### config.mk
export PLATFORM = sky130hd
export DESIGN_NAME = residual_calc
export DESIGN_NICKNAME = d
export VERILOG_FILES = /design/src/hdl/flip_det_pkg.sv /design/src/hdl/residual_calc.sv
export SDC_FILE = /design/constraint.sdc
export NUM_CORES = 1
export LEC_CHECK = 0
export ABC_AREA = 0
export BUFFER_PORTS_ARGS = -buffer_cell sky130_fd_sc_hd__buf_2
export CORE_MARGIN = 2
export CORE_UTILIZATION = 44
export DETAILED_ROUTE_END_ITERATION = 10
export PLACE_DENSITY_LB_ADDON = 0.3
export SLEW_MARGIN = 15
export SYNTH_ARGS = -nofsm -noshare
export SYNTH_HDL_FRONTEND = slang
export SYNTH_SLANG_ARGS = --single-unit
### constraint.sdc
create_clock -name clk -period 2.1 [get_ports clk]
set_clock_uncertainty 0.05 [all_clocks]
set_input_delay 0.21 -clock clk [delete_from_list [all_inputs] [get_ports clk]]
set_output_delay 0.21 -clock clk [all_outputs]
set_load 0.02 [all_outputs]
### src/hdl/flip_det_pkg.sv
`default_nettype none

package flip_det_pkg;

    // ##############################
    // Default sizes
    // ##############################
    localparam int SEQ_LENGTH   = 3;                           // Residual samples per window.
    localparam int FP_DEPTH     = 3;                           // Decision bits per window.
    localparam int CHAN_LEN     = SEQ_LENGTH + FP_DEPTH - 1;   // Channel vector length.
    localparam int CP           = 2;                           // Main tap position.
    localparam int NUM_PATTERNS = 5;                           // Flip masks in the bank.
    localparam int NUM_CAND     = NUM_PATTERNS + 1;            // Baseline is candidate 0.
    localparam int CAND_IDX_W   = $clog2(NUM_CAND);

    // Masks 001, 010, 100, 011, 110; entry p is candidate p+1.
    localparam logic [NUM_PATTERNS-1:0][FP_DEPTH-1:0] DEFAULT_FLIP_PATTERNS =
        {3'b110, 3'b011, 3'b100, 3'b010, 3'b001};

    // ##############################
    // Widths
    // ##############################
    typedef logic signed [7:0]  sample_t;      // Received sample and residual.
    typedef logic signed [7:0]  tap_t;         // Channel entry.
    typedef logic signed [11:0] err_t;         // Error after flips, covers 127 + 3*2*128.
    typedef logic signed [23:0] square_t;      // Signed product of two errors.
    typedef logic        [23:0] energy_t;      // Sum of squared errors.
    typedef logic [CAND_IDX_W-1:0] cand_idx_t; // Candidate number.

    // ##############################
    // Pipeline items
    // ##############################
    typedef struct packed {
        sample_t [SEQ_LENGTH-1:0] samples;
        tap_t    [CHAN_LEN-1:0]   taps;
        logic    [FP_DEPTH-1:0]   bits;        // Tentative decisions, 1 is symbol -1.
    } det_item_t;

    typedef struct packed {
        sample_t [SEQ_LENGTH-1:0] resid;
        tap_t    [CHAN_LEN-1:0]   taps;
        logic    [FP_DEPTH-1:0]   bits;
    } resid_item_t;

    typedef struct packed {
        energy_t [NUM_CAND-1:0] energies;
        logic    [FP_DEPTH-1:0] bits;
    } energy_item_t;

    typedef struct packed {
        logic [FP_DEPTH-1:0] bits;             // Refined decisions.
        cand_idx_t           idx;
        energy_t             energy;
    } det_result_t;

endpackage

`default_nettype wire

### src/hdl/residual_calc.sv
`default_nettype none

module residual_calc import flip_det_pkg::*; #(
    parameter int SEQ_LENGTH = flip_det_pkg::SEQ_LENGTH,
    parameter int FP_DEPTH   = flip_det_pkg::FP_DEPTH,
    parameter int CP         = flip_det_pkg::CP
) (
    input  logic        clk,
    input  logic        rst_n,
    input  logic        in_valid,
    input  det_item_t   in_item,
    output logic        resid_valid,
    output resid_item_t resid_item
);

    localparam int   CH_LEN = SEQ_LENGTH + FP_DEPTH - 1;
    localparam err_t SAT_HI = err_t'(127);
    localparam err_t SAT_LO = err_t'(-128);

    sample_t [SEQ_LENGTH-1:0] resid_next;

    // ##############################
    // Channel rebuild and residual
    // ##############################
    always_comb begin
        err_t acc;
        err_t tap;
        int   idx;
        for (int ii = 0; ii < SEQ_LENGTH; ii++) begin
            acc = err_t'($signed(in_item.samples[ii]));
            for (int gi = 0; gi < FP_DEPTH; gi++) begin
                idx = CP - gi + ii;
                if (idx > 0 && idx < CH_LEN) begin               // Entry 0 never contributes.
                    tap = err_t'($signed(in_item.taps[idx]));
                    acc = in_item.bits[gi] ? acc + tap : acc - tap; // Symbol -1 adds the tap back.
                end
            end
            if (acc > SAT_HI) begin
                resid_next[ii] = sample_t'(SAT_HI);
            end else if (acc < SAT_LO) begin
                resid_next[ii] = sample_t'(SAT_LO);
            end else begin
                resid_next[ii] = sample_t'(acc);
            end
        end
    end

    always_ff @(posedge clk or negedge rst_n) begin
        if (!rst_n) begin
            resid_valid <= 1'b0;
            resid_item  <= '0;
        end else begin
            resid_valid <= in_valid;
            if (in_valid) begin
                resid_item.resid <= resid_next;
                resid_item.taps  <= in_item.taps;                 // Stage 2 needs the taps again.
                resid_item.bits  <= in_item.bits;
            end
        end
    end

    a_in_known: assert property (
        @(posedge clk) disable iff (!rst_n)
        !$isunknown(in_valid) && (!in_valid || !$isunknown(in_item))
    ) else $error("in_valid or the item it qualifies is unknown");

endmodule

`default_nettype wire

==> results.cfg <==
[status]
status = finished with violations
violations = setup timing

[synth]
ys_warn_count = 0
synth-seq-cells = 68
synthesis.nets = 984
synth_top_flop_cell = dfrtp_1
synth_edf_count = 0
syn_inst = 823
yosys.area.top_type_share_pct = 22.9
netlist.top_cell.by_area = dfrtp_1
postSynthAreaPerCell_um2 = 9.03
synth_area_leaders = dfrtp_1, ha_1, mux2_2
yosysSeqAreaShare_pct = 22.9
netlist-cell-type-count = 71
ys_async_sr_fraction_pct = 100
syn-cell-area_um2 = 7430

[global_route]
grt_pass1_vias = 7647
grt_use_total_pct = 25.1
grt_overflow_total = 0
grt_pass1_wl_um = 36100
antenna_found_initial = 0
grt_max_degree = 40

[timing]
finalSetupViolations = 24
hold_violations = 0
final-max-slew-violation-count = 0
whs_ns = 0.0373
worst_pin_slew_ns = 0.728
setup_ws_ns = -2.62
period_minus_slack_ns = 4.72
slew_headroom_pct = 51.4
rsz0062_at_grt = true
fmax_mhz = 212
finalCritPeriodShare_pct = 225
setup_tns_ns = -52.62

[floorplan]
initial_core_util_pct = 45.0
num_rows = 47
die_y_um = 134
chipWidth_um = 134
ios = 138
die-area_um2 = 17900
coreArea_um2 = 16500

[clock_network]
cts_buffer_depth = 2
cts_tree = done
clock_sinks = 68
cts_root_buffer = clkbuf_16
htree_levels = 3
numCtsBuffers = 9
clock_latency_ns = 0.34
clk_pin_slew_ns = 0.06

[cells_and_area]
multi_input_area_um2 = 6200
ff_latch_area_um2 = 1700
fillerInstances = 1211
final-instance-count-excl-fill = 1436
nNetsFinal = 1372
area_growth_pct = 54.8
final_common_cell = buf_4
final_cell_mix = buf_4, buf_2, ha_1, dfrtp_1
drive_above_1_share_pct = 51.0
diodes = 0
final_cell_area_um2 = 11500

[flow_run]
maxCapViolCount = 0

[setup_path]
endpoint = resid_item[60]
cp-start-kind = input port
crit_arrival_ns = 4.94
timing.rr.end = resid_item[49]
worstSetupStartpoint = in_item[35]
cp.required_ns = 2.32
cp_max_fo = 4
criticalPathCategory = in2reg
end_kind = flop
reg2reg_depth = 2
critPathSlowestCell = a2111oi_4
worst_path_largest_cell_delay_ns = 0.40
r2r-start = resid_item[49]
reg2reg_slack_ns = 1.09

[pwr]
ir_drop_uv = 608
power.total_mw = 14.7
power_density_nw_per_um2 = 1280
power_leakage_nw = 5.52

[placement]
gp_congestion = 0.945
hpwl_um = 17400
placedCellCount = 1385
port_buffers = 137
dpl_cell_area_um2 = 10300

[routing]
drc = 0
initialDrtViolationCount = 392
drtPass1Iterations = 5
antenna_left = 0
wl_per_cell_um = 16.1
dr_total_vias = 7749
viasPerCell = 5.40
drt_wl_total_um = 23200

[min_path]
min_path_type = in2reg
-- report_power, final --
| part | switching, mW | leakage (nW) | internal [mW] |
|---|---|---|---|
| sequential | 0.157 | 0.795 | 1.64 |
| clock | 0.655 | 0.150 | 0.926 |
| combinational | 5.58 | 4.58 | 5.70 |
| total | 6.39 | 5.52 | 8.27 |
-- critical path, delay by kind of cell --
family,cells,cell delay (ns)
AOI/OAI and AO/OA,11,2.08
and+or+nand+nor,5,0.63
buffers and inverters,5,0.50
xor gates and xnor gates,2,0.22
adders and majority gates,4,1.12
muxes,1,0.16
-- how the worst min path moves through the flow --
stage / cells past startpoint / slack (ns) / startpoint / to
5_1_grt: 2 / 0.04 / in_item[9] / resid_item[9]
4_1_cts: 2 / 0.03 / in_item[4] / resid_item[4]
6_report: 2 / 0.04 / in_item[4] / resid_item[4]
2_1_floorplan: 0 / -0.14 / rst_n / resid_item[0]
3_3_place_gp: 1 / 0.15 / rst_n / resid_item[40]
3_5_place_dp: 1 / 0.15 / rst_n / resid_item[40]
-- routing by layer --
| metal | GRT usage [%] | part of all wire, % |
|---|---|---|
| met1 | 31.4 | 43 |
| met2 | 42.5 | 48 |
| met3 | 3.78 | 5.0 |
| met4 | 11.6 | 3.8 |
| met5 | 0 | 0 |
-- layout make-up --
cell class	count	share of cell area [%]
multi-input combinational	687	53.9
timing repair buffer	404	24.9
sequential	68	14.8
tap	220	2.39
clock buffer	9	1.96
inverter	41	1.43
clock inverter	7	0.653
-- cell families (layout without fill, tap and decap cells) --
group	Yosys count	count (layout)	share of synthesized area [%]
flops	68	68	22.9
buf+inv	68	461	3.67
simple gates	207	207	14.9
mux	55	55	8.32
fa+ha+maj	91	91	16.1
xor+xnor	119	119	14.7
compound gates	215	215	19.3
-- what timing repair did --
| item | 4_1_cts | 5_1_grt |
|---|---|---|
| hold buffers | 1 | 0 |
| pin swaps | 75 | 93 |
| endpoints found under the hold margin | 32 | 0 |
| setup endpoints to repair | 24 | 24 |
| buffers inserted | 23 | 13 |
| resized for setup | 60 | 80 |
-- cells in the mapped netlist, types with 4 or more instances --
library cell,instances
a211oi_1,10
a21o_1,25
a21oi_1,58
a311o_1,6
a31oi_1,6
buf_1,5
clkbuf_1,18
dfrtp_1,68
fa_1,8
ha_1,83
inv_1,41
mux2_2,54
nand2_1,29
nand2b_1,5
nand3_1,12
nand4_1,5
nor2_1,76
nor2b_1,12
nor3_1,19
nor3_4,4
nor4_1,6
o2111ai_1,5
o211ai_1,7
o21a_1,8
o21ai_0,35
o21ai_1,11
o21bai_1,12
o221ai_1,5
o2bb2ai_1,4
or2_1,5
or2_2,4
or3_1,7
or4_1,4
xnor2_1,47
xor2_1,68
-- through the flow --
stage	utilization, %	worst slack [ns]
5_1_grt	69.6	-2.84
4_1_cts	66.7	-2.41
6_report	69.6	-2.62
2_1_floorplan	-	-2.45
3_5_place_dp	62.1	-2.98
3_3_place_gp	62.1	-2.88
-- sequential cells by signal, indices dropped and copies added (netlist names) --
name	count
resid_item	67
resid_valid	1
Power figures use the tool's default switching activity.
