**config.mk**
```make
export PLATFORM = sky130hd
export DESIGN_NAME = min_energy_select
export DESIGN_NICKNAME = d
export VERILOG_FILES = /design/src/hdl/flip_det_pkg.sv /design/src/hdl/min_energy_select.sv
export SDC_FILE = /design/constraint.sdc
export NUM_CORES = 1
export LEC_CHECK = 0
export ABC_CLOCK_PERIOD_IN_PS = 2490
export CORE_MARGIN = 5
export CORE_UTILIZATION = 58
export DETAILED_ROUTE_END_ITERATION = 7
export DONT_BUFFER_PORTS = 1
export GPL_ROUTABILITY_DRIVEN = 0
export GPL_TIMING_DRIVEN = 0
export PLACE_DENSITY = 0.74
export RECOVER_POWER = 25
export SLEW_MARGIN = 5
export SYNTH_ARGS = -nofsm -noshare
export SYNTH_HDL_FRONTEND = slang
export SYNTH_SLANG_ARGS = --single-unit
```
**constraint.sdc**
```tcl
create_clock -name clk -period 2.49 [get_ports clk]
set_input_delay 0.1245 -clock clk [delete_from_list [all_inputs] [get_ports clk]]
set_output_delay 0.1245 -clock clk [all_outputs]
set_load 0.05 [all_outputs]
```
**src/hdl/flip_det_pkg.sv**
```systemverilog
`default_nettype none

package flip_det_pkg;

    // ##############################
    // Default sizes
    // ##############################
    localparam int SEQ_LENGTH   = 3;                           // Residual samples per window.
    localparam int FP_DEPTH     = 3;                           // Decision bits per window.
    localparam int CHAN_LEN     = SEQ_LENGTH + FP_DEPTH - 1;   // Channel vector length.
    localparam int CP           = 2;                           // Main tap position.
    localparam int NUM_PATTERNS = 5;                           // Flip masks in the bank.
    localparam int NUM_CAND     = NUM_PATTERNS + 1;            // Baseline is candidate 0.
    localparam int CAND_IDX_W   = $clog2(NUM_CAND);

    // Masks 001, 010, 100, 011, 110; entry p is candidate p+1.
    localparam logic [NUM_PATTERNS-1:0][FP_DEPTH-1:0] DEFAULT_FLIP_PATTERNS =
        {3'b110, 3'b011, 3'b100, 3'b010, 3'b001};

    // ##############################
    // Widths
    // ##############################
    typedef logic signed [7:0]  sample_t;      // Received sample and residual.
    typedef logic signed [7:0]  tap_t;         // Channel entry.
    typedef logic signed [11:0] err_t;         // Error after flips, covers 127 + 3*2*128.
    typedef logic signed [23:0] square_t;      // Signed product of two errors.
    typedef logic        [23:0] energy_t;      // Sum of squared errors.
    typedef logic [CAND_IDX_W-1:0] cand_idx_t; // Candidate number.

    // ##############################
    // Pipeline items
    // ##############################
    typedef struct packed {
        sample_t [SEQ_LENGTH-1:0] samples;
        tap_t    [CHAN_LEN-1:0]   taps;
        logic    [FP_DEPTH-1:0]   bits;        // Tentative decisions, 1 is symbol -1.
    } det_item_t;

    typedef struct packed {
        sample_t [SEQ_LENGTH-1:0] resid;
        tap_t    [CHAN_LEN-1:0]   taps;
        logic    [FP_DEPTH-1:0]   bits;
    } resid_item_t;

    typedef struct packed {
        energy_t [NUM_CAND-1:0] energies;
        logic    [FP_DEPTH-1:0] bits;
    } energy_item_t;

    typedef struct packed {
        logic [FP_DEPTH-1:0] bits;             // Refined decisions.
        cand_idx_t           idx;
        energy_t             energy;
    } det_result_t;

endpackage

`default_nettype wire

```
**src/hdl/min_energy_select.sv**
```systemverilog
`default_nettype none

module min_energy_select import flip_det_pkg::*; #(
    parameter int NUM_CAND = flip_det_pkg::NUM_CAND,
    parameter logic [NUM_CAND-2:0][FP_DEPTH-1:0] FLIP_PATTERNS = DEFAULT_FLIP_PATTERNS
) (
    input  logic         clk,
    input  logic         rst_n,
    input  logic         en_valid,
    input  energy_item_t en_item,
    output logic         out_valid,
    output det_result_t  out_result
);

    energy_t             best_energy;
    cand_idx_t           best_idx;
    logic [FP_DEPTH-1:0] best_mask;

    // ##############################
    // Argmin
    // ##############################
    always_comb begin
        best_energy = en_item.energies[0];
        best_idx    = '0;
        best_mask   = '0;                                        // Baseline flips nothing.
        for (int c = 1; c < NUM_CAND; c++) begin
            if (en_item.energies[c] < best_energy) begin         // Strict compare keeps lowest index.
                best_energy = en_item.energies[c];
                best_idx    = cand_idx_t'(c);
                best_mask   = FLIP_PATTERNS[c-1];
            end
        end
    end

    always_ff @(posedge clk or negedge rst_n) begin
        if (!rst_n) begin
            out_valid  <= 1'b0;
            out_result <= '0;
        end else begin
            out_valid <= en_valid;
            if (en_valid) begin
                out_result.bits   <= en_item.bits ^ best_mask;
                out_result.idx    <= best_idx;
                out_result.energy <= best_energy;
            end
        end
    end

    // ##############################
    // Checks
    // ##############################
    a_valid_known: assert property (
        @(posedge clk) disable iff (!rst_n)
        !$isunknown(out_valid)
    ) else $error("out_valid is unknown");

endmodule

`default_nettype wire

```
==> flow_summary.yaml <==
setup_path:
  ff2ff_setup_slack_ns: 1.33
  timing.rr.end: "out_result[28]"
  crit_path_end_kind: "flop"
  cp-startpoint: "en_item[25]"
  start_kind: "input port"
  cpMostUsedCell: "a21o_1"
  slowest_stage: "or4_4"
  r2r_start: "out_result[28]"
  crit_arrival_ns: 12.71
  required_ns: 2.69
  critPathKind: "in2reg"
  path_max_fanout: 8
  worstRegToRegCells: 3
  critical_path.max_stage_delay_ns: 0.59
global_routing:
  grt_antenna_before_repair: 0
  grtUsageTotal_pct: 35.9
  grt_max_degree: 32
  grt.overflow.total: 0
  grt_pass1_vias: 6857
  grt_pass1_wl_um: 33600
synth:
  syn_area_per_cell_sq_um: 7.37
  syn_area_sq_um: 5760
  synth_simple_gate_area_share_pct: 19.7
  synth-xor-area-share_pct: 0
  ys.flop_type: "dfrtp_1"
  ys_seq_area_share_pct: 13.5
  ys_ff_latch: 31
  ys_types: 66
  synth_fp_nets: 1044
  synth_compound_area_share_pct: 25.0
  yosys-top-cells-area: "ha_1 25%, dfrtp_1 13%, mux2i_1 8.0%"
  synth_edf_count: 0
  netlist.top_cell.by_area: "ha_1"
  yosys.area_share.adder_pct: 24.6
  synthArstFlopShare_pct: 100
  synth_top_family_by_area: "compound AO/OA/AOI/OAI gates"
  yosysTopAreaCellShare_pct: 24.6
  synthCells: 781
  synth.area.mux_share_pct: 8.19
  ys_warn_count: 0
place:
  hpwl_um: 15700
  dp.cells: 914
  place_area_sq_um: 6200
  io_buffers: 0
finish:
  final_util_pct: 82.5
  finalNonFillerCells: 1021
  drive_above_1_share_pct: 29.2
  final_cell_area_sq_um: 8030
  nFillCells: 595
  syn2layout_area_growth_pct: 39.4
  num_antenna_cells: 0
  nNetsFinal: 1150
min_path:
  worst_hold_path.num_cells: 2
  hp-class: "in2reg"
  min-delay-start: "en_item[142]"
  min_to: "out_result[19]"
sta:
  rsz0062_at_grt: "true"
  fin_setup_tns_ns: -298.70
  max_freq_ghz: 0.0799
  fin_ws_ns: -10.02
  min_period_ns: 12.51
  worst_slew_pin_slew_ns: 1.69
  setup_viol_count_final: 30
  hold_viol_final: 1
  skew_ns: 0
  maxSlewHeadroom_pct: -12.7
  holdWs_ns: -0.0201
  final-max-slew-violation-count: 32
  fin_crit_sh_pct: 502
clocking:
  clockRootBuffer: "clkbuf_8"
  clkSinkCount: 31
  cts_tree: "done"
  clkSlewWorstSetupHoldPaths_ns: 0.07
  clock_latency_ns: 0.28
  htree_levels: 2
  cts_buffer_depth: 2
  numCtsBuffers: 5
power_and_ir_drop:
  peakVddDrop_v: 0.000785
  power.total_mw: 6.99
  powerDensity_nw_per_um2: 871
  leakagePower_nw: 3.79
die:
  start_util_pct: 59.2
  dieArea_sq_um: 12000
  dieWidth_um: 110
  rows: 36
  coreArea_sq_um: 9730
  io_pins: 181
  die_h_um: 110
run:
  max_cap_viol_count: 1
route:
  drcViolationCount: 0
  wl_per_cell_um: 23.3
  via_per_inst: 6.76
  wirelength_um: 23800
  firstDrtPassIters: 5
  drtIter0Drc: 712
  route.antenna.remaining_nets: 0
  vias: 6898
outcome:
  violations: "negative hold slack, max-capacitance violations, max-slew violations, negative setup slack"
  status: "complete, but fails checks"
where the power goes:
part	internal, mW	switching, mW	total [mW]
Sequential	0.696	0.902	1.60
Combinational	2.25	2.62	4.87
Clock	0.324	0.202	0.526
Yosys cell counts, types with 3 or more instances:
master / number
nand2b_1: 4
mux2i_1: 46
clkbuf_1: 19
a21o_1: 29
o211ai_1: 5
o21ai_0: 17
and3_1: 5
o21ai_1: 22
buf_1: 7
nor4_1: 5
a31oi_1: 27
or3_1: 3
nand4_1: 20
ha_1: 113
a221oi_1: 3
or4_1: 5
nand3_1: 38
nor2b_1: 5
dfrtp_1: 31
o31ai_1: 3
nor3_1: 5
buf_2: 7
a211o_1: 5
a21oi_1: 79
inv_1: 96
nand2_1: 35
o21a_1: 4
nor2_1: 91
a211oi_1: 5
per-layer routing:
layer  vias to the layer above  global-route usage, %  share of wire, %  wire [um]
li1                       3069                      -                 -          -
met1                      3241                   41.7                37       8730
met2                       457                   60.1                45      10800
met3                       131                   11.8                12       2850
met4                         0                   15.7               5.8       1380
met5                         -                      0                 0          0
how the worst max path moves through the flow:
| stage | cells past startpoint | end | slack, ns |
|---|---|---|---|
| floorplan | 66 | out_result[0] | -8.79 |
| global placement | 66 | out_result[1] | -10.85 |
| detailed placement | 66 | out_result[1] | -11.06 |
| CTS | 67 | out_result[16] | -8.97 |
| global route | 65 | out_result[20] | -10.36 |
| finish | 68 | out_result[14] | -10.02 |
cells by family (layout without fill, tap and decap cells):
| logic type | count (synthesis) | in the layout |
|---|---|---|
| fa+ha+maj | 113 | 113 |
| simple gates | 231 | 231 |
| buf+inv | 132 | 239 |
| flops | 31 | 31 |
| compound gates | 227 | 227 |
| mux | 47 | 47 |
registers in the layout (all words and copies together), names as in the netlist:
signal and count:
out_valid 1, out_result 30
layout make-up:
| cell class | count | area [sq um] | area share, % |
|---|---|---|---|
| Clock inverter | 2 | 35.0 | 0.436 |
| Tap cell | 133 | 166 | 2.07 |
| Buffer | 35 | 389 | 4.85 |
| Timing Repair Buffer | 100 | 813 | 10.1 |
| Multi-Input combinational cell | 618 | 5390 | 67.2 |
| Sequential cell | 31 | 776 | 9.66 |
| Clock buffer | 6 | 82.6 | 1.03 |
| Inverter | 96 | 372 | 4.63 |
cell usage in the layout, fill, tap and decap left out, types with 6 or more instances in the layout:
cell type      netlist  final
nor2_4               0     11
dlygate4sd3_1        0      6
o21ai_0             17     12
ha_4                 0     25
nand4_1             20     20
clkbuf_1            19     11
dfrtp_1             31     31
inv_1               96     84
a21oi_4              0     16
nand3_1             38     34
buf_8                0      8
a21o_1              29     29
a21oi_1             79     48
buf_6                2      6
ha_1               113     88
nor2_1              91     76
clkbuf_8             0      8
mux2i_1             46     39
buf_4                1     86
o21ai_1             22     19
o21ai_2              0      8
a31oi_1             27     27
a21oi_2              0     15
nand2_1             35     34
inv_2                0      9
metrics by stage:
stage	hold WS [ns]	setup WS, ns
5_1_grt	-0.0106	-10.36
3_5_place_dp	-0.170	-11.06
6_report	-0.0201	-10.02
4_1_cts	0.00832	-8.97
3_3_place_gp	-0.170	-10.85
2_1_floorplan	-0.171	-8.79
critical path: cells and delay by family:
kind | cells | cell delay [ns]
adder cells (fa/ha/maj) | 5 | 1.25
AND/OR/NAND/NOR | 15 | 3.34
AO/OA/AOI/OAI | 31 | 5.39
buffers and inverters | 15 | 2.14
multiplexers | 2 | 0.44
repair_timing:
action,in CTS,in global routing
gates resized for setup,115,61
setup endpoints to repair,30,30
endpoints found under the hold margin,33,3
hold buffers,4,3
setup buffers,66,23
pin swaps,51,46
cloned,2,3
Note: power is estimated with default switching activity, not from simulation.
